`src/hw/video_pkg.sv`:
```
// ####################################################################
// Shared raster sizes, CPU register map and data widths for the
// tile video subsystem. Modules take it by wildcard import.
// ####################################################################

package video_pkg;

    // Raster, deliberately tiny so whole frames simulate quickly
    localparam int h_total  = 64;
    localparam int h_active = 48;
    localparam int v_total  = 40;
    localparam int v_active = 32;

    // Sync pulses sit inside the blanking interval
    localparam int hs_start = 52;
    localparam int hs_end   = 56;
    localparam int vs_start = 34;
    localparam int vs_end   = 36;

    // Pixel steps from raster position to RGB
    localparam int pipe_depth = 3;

    // Memory sizes
    localparam int map_entries = 64;
    localparam int pal_entries = 32;

    typedef logic [5:0]  coord_t;
    typedef logic [5:0]  scroll_t;
    // Colour code of one tile, 0 is transparent
    typedef logic [3:0]  tile_code_t;
    // Layer bit on top, colour code below, 0 is backdrop
    typedef logic [4:0]  pxl_code_t;
    // 4 bits per channel, red in the high nibble
    typedef logic [11:0] rgb12_t;

    typedef logic [7:0]  bus_addr_t;
    typedef logic [15:0] bus_data_t;

    // CPU register map
    localparam bus_addr_t map_a_base = 8'h00;
    localparam bus_addr_t map_b_base = 8'h40;
    localparam bus_addr_t pal_base   = 8'h80;
    localparam bus_addr_t reg_hscr_a = 8'hA0;
    localparam bus_addr_t reg_vscr_a = 8'hA1;
    localparam bus_addr_t reg_hscr_b = 8'hA2;
    localparam bus_addr_t reg_vscr_b = 8'hA3;
    // bit 0 B over A, bit 1 A on, bit 2 B on
    localparam bus_addr_t reg_ctrl   = 8'hA4;

endpackage
```
`src/hw/video_top.sv`:
```
// ####################################################################
// Tile video subsystem top. Raster timing, CPU registers, two tile
// layers, priority mixer and palette output, three pixel steps deep.
// ####################################################################

`timescale 1ns/1ps

module video_top (
    input  logic                 clk,
    input  logic                 rst,
    input  logic                 pxl_cen,
    input  logic                 cs,
    input  logic                 we,
    input  video_pkg::bus_addr_t addr,
    input  video_pkg::bus_data_t wdata,
    output video_pkg::bus_data_t rdata,
    output video_pkg::coord_t    hdump,
    output video_pkg::coord_t    vdump,
    output logic                 hsync,
    output logic                 vsync,
    output logic [7:0]           red,
    output logic [7:0]           green,
    output logic [7:0]           blue,
    output logic                 active_dly
);
    import video_pkg::*;

    logic       hblank, vblank;
    logic       map_we_a, map_we_b, pal_we;
    logic [5:0] map_addr;
    logic [4:0] pal_addr;
    tile_code_t map_data;
    rgb12_t     pal_data;
    scroll_t    hscroll_a, vscroll_a, hscroll_b, vscroll_b;
    logic       prio_b, en_a, en_b;
    tile_code_t code_a, code_b;
    pxl_code_t  pxl;

    video_timing u_timing (
        .clk(clk), .rst(rst), .pxl_cen(pxl_cen),
        .hdump(hdump), .vdump(vdump),
        .hblank(hblank), .vblank(vblank),
        .hsync(hsync), .vsync(vsync)
    );

    video_regs u_regs (
        .clk(clk), .rst(rst),
        .cs(cs), .we(we), .addr(addr), .wdata(wdata), .rdata(rdata),
        .map_we_a(map_we_a), .map_we_b(map_we_b),
        .map_addr(map_addr), .map_data(map_data),
        .pal_we(pal_we), .pal_addr(pal_addr), .pal_data(pal_data),
        .hscroll_a(hscroll_a), .vscroll_a(vscroll_a),
        .hscroll_b(hscroll_b), .vscroll_b(vscroll_b),
        .prio_b(prio_b), .en_a(en_a), .en_b(en_b)
    );

    layer_render u_layer_a (
        .clk(clk), .rst(rst), .pxl_cen(pxl_cen),
        .hdump(hdump), .vdump(vdump),
        .hscroll(hscroll_a), .vscroll(vscroll_a), .enable(en_a),
        .map_we(map_we_a), .map_addr(map_addr), .map_data(map_data),
        .code(code_a)
    );

    layer_render u_layer_b (
        .clk(clk), .rst(rst), .pxl_cen(pxl_cen),
        .hdump(hdump), .vdump(vdump),
        .hscroll(hscroll_b), .vscroll(vscroll_b), .enable(en_b),
        .map_we(map_we_b), .map_addr(map_addr), .map_data(map_data),
        .code(code_b)
    );

    color_mix u_mix (
        .clk(clk), .rst(rst), .pxl_cen(pxl_cen),
        .code_a(code_a), .code_b(code_b), .prio_b(prio_b),
        .pxl(pxl)
    );

    palette_out u_pal (
        .clk(clk), .rst(rst), .pxl_cen(pxl_cen),
        .pxl(pxl), .hblank(hblank), .vblank(vblank),
        .pal_we(pal_we), .pal_addr(pal_addr), .pal_data(pal_data),
        .red(red), .green(green), .blue(blue),
        .active_dly(active_dly)
    );

endmodule

```
`src/hw/palette_out.sv`:
```
// ####################################################################
// Palette stage. Turns the mixed pixel code into 8-bit RGB and delays
// the blanking flags so active_dly lines up with the colour output.
// ####################################################################

`timescale 1ns/1ps

module palette_out (
    input  logic                 clk,
    input  logic                 rst,
    input  logic                 pxl_cen,
    input  video_pkg::pxl_code_t pxl,
    input  logic                 hblank,
    input  logic                 vblank,
    input  logic                 pal_we,
    input  logic [4:0]           pal_addr,
    input  video_pkg::rgb12_t    pal_data,
    output logic [7:0]           red,
    output logic [7:0]           green,
    output logic [7:0]           blue,
    output logic                 active_dly
);
    import video_pkg::*;

    rgb12_t pal_ram [pal_entries];

    rgb12_t                  entry;
    logic [pipe_depth-1:0]   active_sr;
    logic                    pxl_active;

    always_ff @(posedge clk) begin
        if (pal_we) begin
            pal_ram[pal_addr] <= pal_data;
        end
    end

    assign entry = pal_ram[pxl];

    // Stage pipe_depth-2 is the flag for the pixel now at the input
    assign pxl_active = active_sr[pipe_depth-2];
    assign active_dly = active_sr[pipe_depth-1];

    always_ff @(posedge clk or posedge rst) begin
        if (rst) begin
            active_sr <= '0;
        end else if (pxl_cen) begin
            active_sr <= {active_sr[pipe_depth-2:0], ~(hblank | vblank)};
        end
    end

    always_ff @(posedge clk or posedge rst) begin
        if (rst) begin
            red   <= '0;
            green <= '0;
            blue  <= '0;
        end else if (pxl_cen) begin
            if (pxl_active) begin
                // Repeat each nibble to fill 8 bits
                red   <= {entry[11:8], entry[11:8]};
                green <= {entry[7:4], entry[7:4]};
                blue  <= {entry[3:0], entry[3:0]};
            end else begin
                red   <= '0;
                green <= '0;
                blue  <= '0;
            end
        end
    end

endmodule

```
`src/hw/color_mix.sv`:
```
// ####################################################################
// Priority mixer for the two tile layers. Code 0 is transparent and
// lets the lower layer, then the backdrop, show through.
// ####################################################################

`timescale 1ns/1ps

module color_mix (
    input  logic                  clk,
    input  logic                  rst,
    input  logic                  pxl_cen,
    input  video_pkg::tile_code_t code_a,
    input  video_pkg::tile_code_t code_b,
    input  logic                  prio_b,
    output video_pkg::pxl_code_t  pxl
);
    import video_pkg::*;

    pxl_code_t mix;
    logic      opaque_a;
    logic      opaque_b;

    assign opaque_a = code_a != '0;
    assign opaque_b = code_b != '0;

    always_comb begin
        mix = '0;
        if (prio_b) begin
            if (opaque_b) begin
                mix = {1'b1, code_b};
            end else if (opaque_a) begin
                mix = {1'b0, code_a};
            end
        end else begin
            if (opaque_a) begin
                mix = {1'b0, code_a};
            end else if (opaque_b) begin
                mix = {1'b1, code_b};
            end
        end
    end

    always_ff @(posedge clk or posedge rst) begin
        if (rst) begin
            pxl <= '0;
        end else if (pxl_cen) begin
            pxl <= mix;
        end
    end

endmodule

```
`src/hw/layer_render.sv`:
```
// ####################################################################
// One scrolling tile layer. Holds an 8x8 map of solid colour tiles
// and returns the tile code under the scrolled raster position, one
// pixel step after hdump/vdump.
// ####################################################################

`timescale 1ns/1ps

module layer_render (
    input  logic                  clk,
    input  logic                  rst,
    input  logic                  pxl_cen,
    input  video_pkg::coord_t     hdump,
    input  video_pkg::coord_t     vdump,
    input  video_pkg::scroll_t    hscroll,
    input  video_pkg::scroll_t    vscroll,
    input  logic                  enable,
    input  logic                  map_we,
    input  logic [5:0]            map_addr,
    input  video_pkg::tile_code_t map_data,
    output video_pkg::tile_code_t code
);
    import video_pkg::*;

    tile_code_t map_ram [map_entries];

    coord_t     lx;
    coord_t     ly;
    logic [5:0] tile_idx;

    // Layer space is 64x64, so the 6-bit sums wrap on their own
    assign lx = hdump + hscroll;
    assign ly = vdump + vscroll;

    // Tiles are 8x8 pixels, map is row major
    assign tile_idx = {ly[5:3], lx[5:3]};

    // CPU side write port
    always_ff @(posedge clk) begin
        if (map_we) begin
            map_ram[map_addr] <= map_data;
        end
    end

    // Synchronous lookup on the pixel step
    always_ff @(posedge clk or posedge rst) begin
        if (rst) begin
            code <= '0;
        end else if (pxl_cen) begin
            if (enable) begin
                code <= map_ram[tile_idx];
            end else begin
                // A disabled layer is fully transparent
                code <= '0;
            end
        end
    end

endmodule

```
`src/hw/video_regs.sv`:
```
// ####################################################################
// CPU bus decoder. Writes go to the tile maps, the palette or the
// scroll and control registers; reads return the registers only.
// ####################################################################

`timescale 1ns/1ps

module video_regs (
    input  logic                  clk,
    input  logic                  rst,
    input  logic                  cs,
    input  logic                  we,
    input  video_pkg::bus_addr_t  addr,
    input  video_pkg::bus_data_t  wdata,
    output video_pkg::bus_data_t  rdata,
    output logic                  map_we_a,
    output logic                  map_we_b,
    output logic [5:0]            map_addr,
    output video_pkg::tile_code_t map_data,
    output logic                  pal_we,
    output logic [4:0]            pal_addr,
    output video_pkg::rgb12_t     pal_data,
    output video_pkg::scroll_t    hscroll_a,
    output video_pkg::scroll_t    vscroll_a,
    output video_pkg::scroll_t    hscroll_b,
    output video_pkg::scroll_t    vscroll_b,
    output logic                  prio_b,
    output logic                  en_a,
    output logic                  en_b
);
    import video_pkg::*;

    logic wr;
    logic reg_we;

    assign wr = cs && we;

    // Region decode, strobes land on the same edge as the bus cycle
    assign map_we_a = wr && addr[7:6] == map_a_base[7:6];
    assign map_we_b = wr && addr[7:6] == map_b_base[7:6];
    assign pal_we   = wr && addr[7:5] == pal_base[7:5];
    assign reg_we   = wr && addr >= reg_hscr_a && addr <= reg_ctrl;

    assign map_addr = addr[5:0];
    assign map_data = wdata[3:0];
    assign pal_addr = addr[4:0];
    assign pal_data = wdata[11:0];

    always_ff @(posedge clk or posedge rst) begin
        if (rst) begin
            hscroll_a <= '0;
            vscroll_a <= '0;
            hscroll_b <= '0;
            vscroll_b <= '0;
            prio_b    <= 1'b0;
            en_a      <= 1'b0;
            en_b      <= 1'b0;
        end else if (reg_we) begin
            case (addr)
                reg_hscr_a: hscroll_a <= wdata[5:0];
                reg_vscr_a: vscroll_a <= wdata[5:0];
                reg_hscr_b: hscroll_b <= wdata[5:0];
                reg_vscr_b: vscroll_b <= wdata[5:0];
                default: begin
                    prio_b <= wdata[0];
                    en_a   <= wdata[1];
                    en_b   <= wdata[2];
                end
            endcase
        end
    end

    // Read data is held until the next read cycle
    always_ff @(posedge clk or posedge rst) begin
        if (rst) begin
            rdata <= '0;
        end else if (cs && !we) begin
            case (addr)
                reg_hscr_a: rdata <= bus_data_t'(hscroll_a);
                reg_vscr_a: rdata <= bus_data_t'(vscroll_a);
                reg_hscr_b: rdata <= bus_data_t'(hscroll_b);
                reg_vscr_b: rdata <= bus_data_t'(vscroll_b);
                reg_ctrl:   rdata <= bus_data_t'({en_b, en_a, prio_b});
                default:    rdata <= '0;
            endcase
        end
    end

    a_one_strobe: assert property (
        @(posedge clk) disable iff (rst)
        $onehot0({map_we_a, map_we_b, pal_we, reg_we})
    );

endmodule

```
`src/hw/video_timing.sv`:
```
// ####################################################################
// Raster generator. Pixel and line counters advance on pxl_cen and
// give blanking and sync flags for the current position.
// ####################################################################

`timescale 1ns/1ps

module video_timing (
    input  logic              clk,
    input  logic              rst,
    input  logic              pxl_cen,
    output video_pkg::coord_t hdump,
    output video_pkg::coord_t vdump,
    output logic              hblank,
    output logic              vblank,
    output logic              hsync,
    output logic              vsync
);
    import video_pkg::*;

    logic line_end;
    logic frame_end;

    assign line_end  = hdump == coord_t'(h_total - 1);
    assign frame_end = vdump == coord_t'(v_total - 1);

    always_ff @(posedge clk or posedge rst) begin
        if (rst) begin
            hdump <= '0;
            vdump <= '0;
        end else if (pxl_cen) begin
            if (line_end) begin
                hdump <= '0;
                // Lines step once per wrap of the pixel counter
                if (frame_end) begin
                    vdump <= '0;
                end else begin
                    vdump <= vdump + 1'b1;
                end
            end else begin
                hdump <= hdump + 1'b1;
            end
        end
    end

    // Flags follow the counters directly
    assign hblank = hdump >= coord_t'(h_active);
    assign vblank = vdump >= coord_t'(v_active);
    assign hsync  = hdump >= coord_t'(hs_start) && hdump < coord_t'(hs_end);
    assign vsync  = vdump >= coord_t'(vs_start) && vdump < coord_t'(vs_end);

    a_counter_range: assert property (
        @(posedge clk) disable iff (rst)
        hdump < h_total && vdump < v_total
    );

endmodule

```
`config.mk`:
```
export PLATFORM = sky130hd
export DESIGN_NAME = video_top
export DESIGN_NICKNAME = d
export VERILOG_FILES = /design/src/hw/video_pkg.sv /design/src/hw/video_top.sv /design/src/hw/palette_out.sv /design/src/hw/color_mix.sv /design/src/hw/layer_render.sv /design/src/hw/video_regs.sv /design/src/hw/video_timing.sv
export SDC_FILE = /design/constraint.sdc
export NUM_CORES = 1
export LEC_CHECK = 0
export ABC_AREA = 1
export BUFFER_PORTS_ARGS = -buffer_cell sky130_fd_sc_hd__buf_2
export CORE_AREA = 2 2 292 294
export DETAILED_ROUTE_END_ITERATION = 8
export DIE_AREA = 0 0 294 296
export HOLD_SLACK_MARGIN = 0.06
export PLACE_DENSITY = 0.62
export SLEW_MARGIN = 5
export SYNTH_ARGS = -nofsm -noshare
export SYNTH_HDL_FRONTEND = slang
export SYNTH_SLANG_ARGS = --single-unit
```
`constraint.sdc`:
```
create_clock -name clk -period 5.82 [get_ports clk]
set_input_delay 0.291 -clock clk [delete_from_list [all_inputs] [get_ports clk]]
set_output_delay 0.291 -clock clk [all_outputs]
set_load 0.05 [all_outputs]
```
=== Word level (Yosys, flattened, before mapping) ===
Memory sizes are Yosys's and may differ from the RTL's.
Index checks and enable logic that the tools add are counted.

* Flip-flop bits (word level): 95
* Bits in writable memories: 896
* Bits of input ports: 29
* Output and inout port bits: 55
* Logic and storage cells: 85
* Memories kept: 3

{| class="wikitable"
|+ Memory list
! memory !! depth !! width !! read ports !! clocked after memory_dff !! write ports !! line !! RTL
|-
| u_pal.pal_ram || 32 || 12 || 1 || 0 || 1 || palette_out.sv:25 || <nowiki>rgb12_t pal_ram [pal_entries];</nowiki>
|-
| u_layer_a.map_ram || 64 || 4 || 1 || 0 || 1 || layer_render.sv:25 || <nowiki>tile_code_t map_ram [map_entries];</nowiki>
|-
| u_layer_b.map_ram || 64 || 4 || 1 || 0 || 1 || layer_render.sv:25 ||
|}

* Add/subtract/negate cells: 6
* Order comparisons: 8
* Eq/ne operators: 9
* Multiplexer cells: 19
* Bitwise logic cells: 3
* Reductions and logical operators: 20

{| class="wikitable"
|+ Operator list
! operator !! number
|-
| $eq A8 B8 Y1 const B || 5
|-
| $pmux W6 S5 || 1
|-
| $add A6 B6 Y6 || 4
|-
| $ge A6 B6 Y1 const B || 4
|-
| $mux W8 || 3
|-
| $mux W5 || 4
|-
| $add A6 B1 Y6 const B || 2
|-
| $eq A6 B6 Y1 const B || 2
|-
| $lt A6 B6 Y1 const B || 2
|-
| $mux W4 || 3
|-
| $mux W6 || 2
|-
| $reduce_and A2 Y1 || 6
|-
| $logic_and A1 B1 Y1 || 9
|-
| $ge A8 B8 Y1 const B || 1
|-
| $le A8 B8 Y1 const B || 1
|-
| $reduce_bool A4 Y1 || 2
|-
| $mux W1 || 6
|-
| $reduce_or A4 Y1 || 1
|-
| $eq A3 B3 Y1 const B || 1
|-
| $eq A2 B1 Y1 const B || 1
|-
| $logic_not A2 Y1 || 1
|-
| $not A1 Y1 || 2
|-
| $logic_not A1 Y1 || 1
|-
| $or A1 B1 Y1 || 1
|}

=== Logic depth before layout (Yosys ltp) ===
Gate-level depths: netlist of run 1.

* Depth after elaboration: 4
* Mapped depth: 20
* Gate-level depth less buffers: 18

=== Hierarchy ===
From an unflattened synthesis of run 1, not the netlist that was laid out.

* Cell total of the unflattened synthesis: 3960
* Area total of the unflattened synthesis: 42544.6 um2

{| class="wikitable"
|+ By module, submodules not included
! module !! times used !! cells an instance !! area an instance (um2) !! sequential area each (um2)
|-
| layer_render || 2 || 1102 || 11772.5 || 7787.5
|-
| palette_out || 1 || 1386 || 16166.8 || 11906.4
|-
| video_regs || 1 || 243 || 1889.3 || 825.8
|-
| video_timing || 1 || 84 || 669.4 || 300.3
|-
| color_mix || 1 || 43 || 274.0 || 125.1
|}

=== Worst setup path before layout of run 1 ===
Ideal clock, no wire load.

* Kind: register to output
* Start point: register u_timing.vdump[5]
* End point: output port vsync
* Arrival time: 2423 ps
* Data required time: 5529 ps
* Path slack: 3106 ps
* Stages on the path, launching flop included: 5
* Path buffers: 0
* Cell sequence: dfrtp_1 inv_1 nor2_1 inv_1 nor4_1

* Word-level cells in the longest chain between the ends: 2
* Elaborated cells on any way between the ends: 3
* Those cells by class: order compare (2); reduce/logical (1)

{| class="wikitable"
|+ RTL lines
! item !! line !! RTL
|-
| start: declaration || video_timing.sv:13 || <nowiki>output video_pkg::coord_t vdump,</nowiki>
|-
| start signal: assignment || video_timing.sv:38 || <nowiki>vdump <= vdump + 1'b1;</nowiki>
|-
| $ge A6 B6 Y1 / $lt A6 B6 Y1 (equally long branches) || video_timing.sv:50 || <nowiki>assign vsync = vdump >= coord_t'(vs_start) && vdump < coord_t'(vs_end);</nowiki>
|-
| $logic_and A1 B1 Y1 * || video_timing.sv:50 ||
|-
| end: declaration || video_top.sv:20 || <nowiki>output logic vsync,</nowiki>
|}

Every way passes the cells marked *; elsewhere a longest branch is shown, timed or not.

=== Worst setup path after layout of run 1 ===
* Start point: register u_timing.hdump[2]
* End point: register u_layer_a.code[1]

* Word-level cells in the longest chain between the ends: 3

{| class="wikitable"
|+ RTL lines
! item !! line !! RTL
|-
| start: declaration || video_timing.sv:12 || <nowiki>output video_pkg::coord_t hdump,</nowiki>
|-
| start signal: assignment || video_timing.sv:41 || <nowiki>hdump <= hdump + 1'b1;</nowiki>
|-
| $add A6 B6 Y6 || layer_render.sv:32 || <nowiki>assign lx = hdump + hscroll;</nowiki>
|-
| $mem_v2 Z64 W4 || -- ||
|-
| $mux W4 || layer_render.sv:50 || <nowiki>if (enable) begin</nowiki>
|-
| end signal: assignment || layer_render.sv:51 || <nowiki>code <= map_ram[tile_idx];</nowiki>
|-
| end: declaration || layer_render.sv:21 || <nowiki>output video_pkg::tile_code_t code</nowiki>
|}

Every way passes these cells.
A chain may end at the register's enable or synchronous reset.

==> impl_metrics.json, run 1 <==
{
  "grt_first_pass_wirelength_mm": 164.2,
  "drcViolationCount": 0,
  "gp_congestion": 0.8641,
  "vias": 28150,
  "cp-startpoint": "u_timing.hdump[2]$_DFFE_PP0P_",
  "syn_to_final_growth_pct": 10.87,
  "cts_num_sinks": 969,
  "cap_violations": 0,
  "seq_area_frac_synth_pct": 69.19,
  "portBuffers": 69,
  "r2r-start": "u_timing.hdump[2]$_DFFE_PP0P_",
  "drive_gt1_share_pct": 8.538,
  "post-place-ws_ns": 2.326,
  "worst_setup_path_start_kind": "flop",
  "slowest_delay_ns": 0.75,
  "die_y_um": 296,
  "ios": 84,
  "hold_viol": 0,
  "postSynthCellCount": 3728,
  "hold_path.class": "primary input to flop",
  "numCtsBuffers": 100,
  "hp-start": "wdata[3]",
  "clk_pin_slew_ns": 0.06,
  "rsz0062_at_grt": "no",
  "slew_violations": 0,
  "cp.required_ns": 6.36,
  "cts_tree": "yes",
  "antenna_found_initial": 1,
  "clk_latency_ns": 0.65,
  "tightest_slew_ns": 1.309,
  "r2r_cells": 14,
  "synth_edf_count": 896,
  "diodes": 0,
  "period_share_pct": 61.12,
  "rows": 107,
  "routed_wl_mm": 110.3,
  "ys_types": 52,
  "cts_resized": 0,
  "layout_setup_ws_ns": 2.263,
  "placed_area_mm2": 0.04271,
  "status": "finished, final reports clean",
  "hpwl_mm": 64.80,
  "synth.avg_cell_area_um2": 11.14,
  "vias_per_cell": 5.721,
  "synthArstFlopShare_pct": 7.534,
  "worst_path_most_repeated_cell": "nand3_1",
  "design.core.area_mm2": 0.08421,
  "htree_num_levels": 3,
  "hold-worst-slack_ns": 0.1512,
  "cellPowerDensity_mw_per_mm2": 444.3,
  "dieArea_mm2": 0.08702,
  "holdPathStages": 1,
  "max_clock_freq_ghz": 0.2811,
  "worstSetupPathType": "flop to flop",
  "relSlewSlack_pct": 12.40,
  "vdd_drop_max_v": 0.0003761,
  "synth_warnings": 0,
  "crit_path_end_kind": "flop",
  "overflow": 0,
  "p_leak_uw": 0.01692,
  "fin_cells": 4920,
  "nets": 3796,
  "ys_dominant_reg_cell": "edfxtp_1",
  "worst_ep_arrival_time_ns": 4.09,
  "crit_chain": "ha_1 > a21oi_1 > nand3_2 > nand2_4 > buf_4 > nand2_1 > o21ai_0 > nand2_1 > nand3_1 > nand3_1 > nand3_1 > nand3_1 > nand3_1 > nand2_1",
  "tns_ns": 0,
  "crit_slowest_cell": "buf_4",
  "postLayoutCellArea_mm2": 0.04604,
  "clock_path_buffers": 3,
  "die_w_um": 294,
  "grt_start_max_net_pins": 126,
  "synth_area_mm2": 0.04153,
  "initialDrtViolationCount": 2998,
  "crit_fanout": 96,
  "cts-root-buf": "clkbuf_16",
  "dp.cells": 4730,
  "grt_util_all_layers_pct": 25.25,
  "post_drt_wl_per_cell_um": 22.42,
  "fin_skew_ns": 0.03215,
  "ys_ff_latch": 969,
  "fillCellCount": 7164,
  "final_antenna_net_count": 0,
  "grt_pass1_vias": 26330,
  "setup_viol": 0,
  "start_util_pct": 49.32,
  "drt_pass1_iterations": 5,
  "period_minus_slack_ns": 3.557
}
## repair_timing
action,in CTS,in global routing
hold buffers,5,0
hold endpoints to repair,37,0
buffers inserted,0,0
## through the flow
stage	total power, µW	utilization (%)
after detailed placement	14130	50.72
final	20460	54.68
after global placement	14090	50.72
after floorplan	12210	-
after global routing	21410	54.68
after CTS	20500	54.68
## power by group
| group | switching [µW] | internal [µW] | total (µW) |
|---|---|---|---|
| Combinational | 4420 | 1650 | 6080 |
| Sequential | 254 | 7710 | 7960 |
| Clock | 2720 | 3700 | 6420 |
| Total | 7400 | 13100 | 20500 |
## routing by layer
metal  global-route usage (%)  wire, µm
met5                        0         0
met4                    9.569      3887
met3                    4.729      8791
met2                    40.30     51910
met1                    34.61     45730
## Yosys cell counts (13+ instances only)
master	n	share of area, %
clkbuf_1	107	0.97
dfrtp_1	73	4.4
ha_1	20	0.60
inv_1	234	2.1
buf_2	73	0.88
nand3_1	460	5.5
edfxtp_1	896	65
nand2_1	729	6.6
buf_4	43	0.78
a21oi_1	13	0.16
o22ai_1	104	1.6
o21ai_0	348	4.2
nor2_1	424	3.8
o221ai_1	13	0.27
nand3b_1	71	1.3
o21ai_1	17	0.20
## cell type report
class / count / area (µm²) / area share (%)
multi-input cells: 2285 / 10740 / 23.33
flip-flops and latches: 969 / 28740 / 62.41
inverters: 242 / 912.1 / 1.981
clock buffers: 126 / 2663 / 5.783
well taps: 1090 / 1364 / 2.962
repair buffers: 149 / 1008 / 2.190
clock inverters: 59 / 619.3 / 1.345
## path summary, 6_finish.rpt
check / to / slack [ns]
max: u_layer_a.code[1]$_DFFE_PP0P_ / 2.26
min: u_layer_b.map_ram[12][3]$_DFFE_PP_ / 0.15
max reg2reg: u_layer_a.code[1]$_DFFE_PP0P_ / 2.26
min reg2reg: u_pal.active_sr[1]$_DFFE_PP0P_ / 0.47
max in group asynchronous: u_mix.pxl[1]$_DFFE_PP0P_ / 4.46
min in group asynchronous: u_regs.vscroll_a[0]$_DFFE_PP0P_ / 0.24
## cells by family after synthesis
logic type,synth area share [%]
xor+xnor,0.2712
simple gates,17.75
flops,69.19
compound gates,7.014
buf+inv,5.137
other cells,0.009030
fa+ha+maj,0.6026
mux,0.02711
## sequential cells by signal, indices dropped and copies added (netlist names), 5 cells and up
signal	flops
u_layer_a.map_ram	256
u_layer_b.map_ram	256
u_mix.pxl	5
u_regs.hscroll_b	6
u_regs.hscroll_a	6
u_regs.rdata	6
u_timing.hdump	6
u_timing.vdump	6
u_regs.vscroll_a	6
u_regs.vscroll_b	6
u_pal.pal_ram	384
## worst max-delay path, delay by kind of cell (launching register included)
family                     cells  cell delay, ns
and+or+nand+nor               10            1.30
buffers and inverters          1            0.75
adders and majority gates      1            0.40
DFF                            1            0.51
AOI/OAI and AO/OA              2            0.34
## layout by cell type (no fill, tap or decap), types with 6 or more instances in the layout
| cell | count |
|---|---|
| buf_4 | 73 |
| o21ai_0 | 348 |
| inv_1 | 231 |
| bufinv_16 | 10 |
| buf_2 | 65 |
| nand3_1 | 457 |
| nor2_1 | 421 |
| clkbuf_1 | 22 |
| inv_2 | 8 |
| edfxtp_1 | 896 |
| nand3b_1 | 71 |
| o221ai_1 | 13 |
| nand4_1 | 7 |
| conb_1 | 10 |
| nand2_2 | 7 |
| o211ai_1 | 9 |
| o21ai_1 | 17 |
| dfrtp_1 | 71 |
| nor3_1 | 9 |
| clkbuf_16 | 102 |
| clkinv_1 | 19 |
| nand2_1 | 726 |
| ha_1 | 20 |
| a21oi_1 | 13 |
| o22ai_1 | 104 |
| xor2_1 | 6 |
| clkinv_2 | 23 |
(Power assumes the default switching activity.)
==> inputs of run 2 (changes only) <==
==> constraint.sdc (replaced) <==
create_clock -name clk -period 3.65 [get_ports clk]
set_input_delay 0.1825 -clock clk [delete_from_list [all_inputs] [get_ports clk]]
set_output_delay 0.1825 -clock clk [all_outputs]
set_load 0.05 [all_outputs]
==> impl_metrics.json, run 2 (same netlist as run 1, synthesis figures left out) <==
{
  "period_minus_slack_ns": 3.187,
  "cts_resized": 0,
  "rsz0062_at_grt": "no",
  "fin_util_pct": 55.14,
  "cts-root-buf": "clkbuf_16",
  "tightest_slew_ns": 1.108,
  "grt_first_pass_wirelength_mm": 164.9,
  "placed_area_mm2": 0.04312,
  "gp_congestion": 0.8822,
  "clk_latency_ns": 0.68,
  "hpwl_mm": 66.91,
  "postLayoutCellArea_mm2": 0.04644,
  "tns_ns": 0,
  "setup_viol": 0,
  "crit_fanout": 32,
  "post_drt_wl_per_cell_um": 22.37,
  "final_antenna_net_count": 0,
  "vias": 28220,
  "worst_ep_arrival_time_ns": 3.72,
  "die_y_um": 296,
  "start_util_pct": 49.32,
  "drt_pass1_iterations": 6,
  "cap_violations": 0,
  "ctsHoldBuffers": 9,
  "reg.largest.list": "u_pal.pal_ram x384, u_layer_a.map_ram x256, u_layer_b.map_ram x256",
  "worst_setup_path_start_kind": "flop",
  "holdPathStages": 1,
  "vias_per_cell": 5.702,
  "status": "finished, final reports clean",
  "top_register": "u_pal.pal_ram",
  "use_met1_pct": 34.96,
  "r2r_cells": 12,
  "grt_util_all_layers_pct": 25.35,
  "cp.required_ns": 4.19,
  "relSlewSlack_pct": 26.14,
  "clk_pin_slew_ns": 0.06,
  "ios": 84,
  "diodes": 0,
  "initialDrtViolationCount": 2906,
  "clock_path_buffers": 3,
  "drive_gt1_share_pct": 9.041,
  "layout_common_cells": "edfxtp_1 (896), nand2_1 (725), nand3_1 (457)",
  "drcViolationCount": 0,
  "grt_pass1_vias": 26570,
  "dieArea_mm2": 0.08702,
  "hold_viol": 0,
  "busiest_layer": "met2",
  "syn_to_final_growth_pct": 11.82,
  "crit_path_end_kind": "flop",
  "grt_use_met3_pct": 4.249,
  "numCtsBuffers": 99,
  "cellPowerDensity_mw_per_mm2": 703.6,
  "fin_skew_ns": 0.04079,
  "worstSetupPathType": "flop to flop",
  "p_leak_uw": 0.01712,
  "nets": 3830,
  "overflow": 0,
  "design.core.area_mm2": 0.08421,
  "cts_tree": "yes",
  "vdd_drop_max_v": 0.0004940,
  "cts_num_sinks": 969,
  "max_clock_freq_ghz": 0.3138,
  "htree_num_levels": 3,
  "rows": 107,
  "antenna_found_initial": 3,
  "routed_wl_mm": 110.8,
  "grt_start_max_net_pins": 120,
  "largest_reg_flops": 384,
  "fin_cells": 4950,
  "die_w_um": 294,
  "hold-worst-slack_ns": 0.09503,
  "portBuffers": 69,
  "cts_setup_buffers": 0,
  "dp.cells": 4761,
  "period_share_pct": 87.31,
  "hold_path.class": "primary input to flop",
  "slew_violations": 0,
  "final_common_cell": "edfxtp_1",
  "grtUsageMet2_pct": 40.72
}
[run 2: cell types whose count changed in the layout (fill, tap and decap cells not counted), sizes merged]
cell	change
dlygate4sd3	+4
clkbuf	+22
clkinvlp	-2
bufinv	-4
clkinv	-21
buf	+31
[run 2: final cells by class]
type / count / area, µm²
clock inverters: 32 / 411.6
inverters: 242 / 912.1
multi-input cells: 2285 / 10730
repair buffers: 184 / 1469
flip-flops and latches: 969 / 28740
well taps: 1090 / 1364
fillers: 7110 / 37770
clock buffers: 148 / 2813
[run 2: power breakdown]
group	internal [µW]	switching, µW	total, µW
clock	5780	4230	10000
combinational	2900	7120	10000
sequential	12300	344	12600
total	21000	11700	32700
[run 2: per-layer routing]
layer  vias up  part of all wire [%]
li1      13120                     -
met1     13730                    42
met2      1131                    47
met3       243                   7.8
met4         6                   3.7
met5         -                 0.032
[run 2: through the flow]
stage	setup WS, ns	total power [µW]
global placement	0.6071	22740
CTS	0.5285	32760
global route	0.2732	34180
floorplan	1.044	19480
detailed placement	0.5719	22810
finish	0.4632	32670
[run 2: critical path: stages (launching register included)]
cell and delay (ns):
dfrtp_1 0.51, ha_1 0.41, a21oi_1 0.27, nand3_1 0.12
nand2_2 0.62, buf_4 0.28, nand3_1 0.08, nand3_1 0.07
nand3_1 0.10, nand3_1 0.13, nand3_1 0.17, nand3_1 0.18
nand2_1 0.06
[run 2: path summary, 6_finish.rpt]
kind | start | endpoint | slack [ns]
max in group asynchronous | rst | u_mix.pxl[0]$_DFFE_PP0P_ | 2.45
max | u_timing.hdump[3]$_DFFE_PP0P_ | u_layer_b.code[1]$_DFFE_PP0P_ | 0.46
min | wdata[9] | u_pal.pal_ram[24][9]$_DFFE_PP_ | 0.1
min in group asynchronous | rst | u_regs.vscroll_a[5]$_DFFE_PP0P_ | 0.14
min reg2reg | u_pal.active_sr[2]$_DFFE_PP0P_ | u_pal.active_sr[2]$_DFFE_PP0P_ | 0.47
max reg2reg | u_timing.hdump[3]$_DFFE_PP0P_ | u_layer_b.code[1]$_DFFE_PP0P_ | 0.46
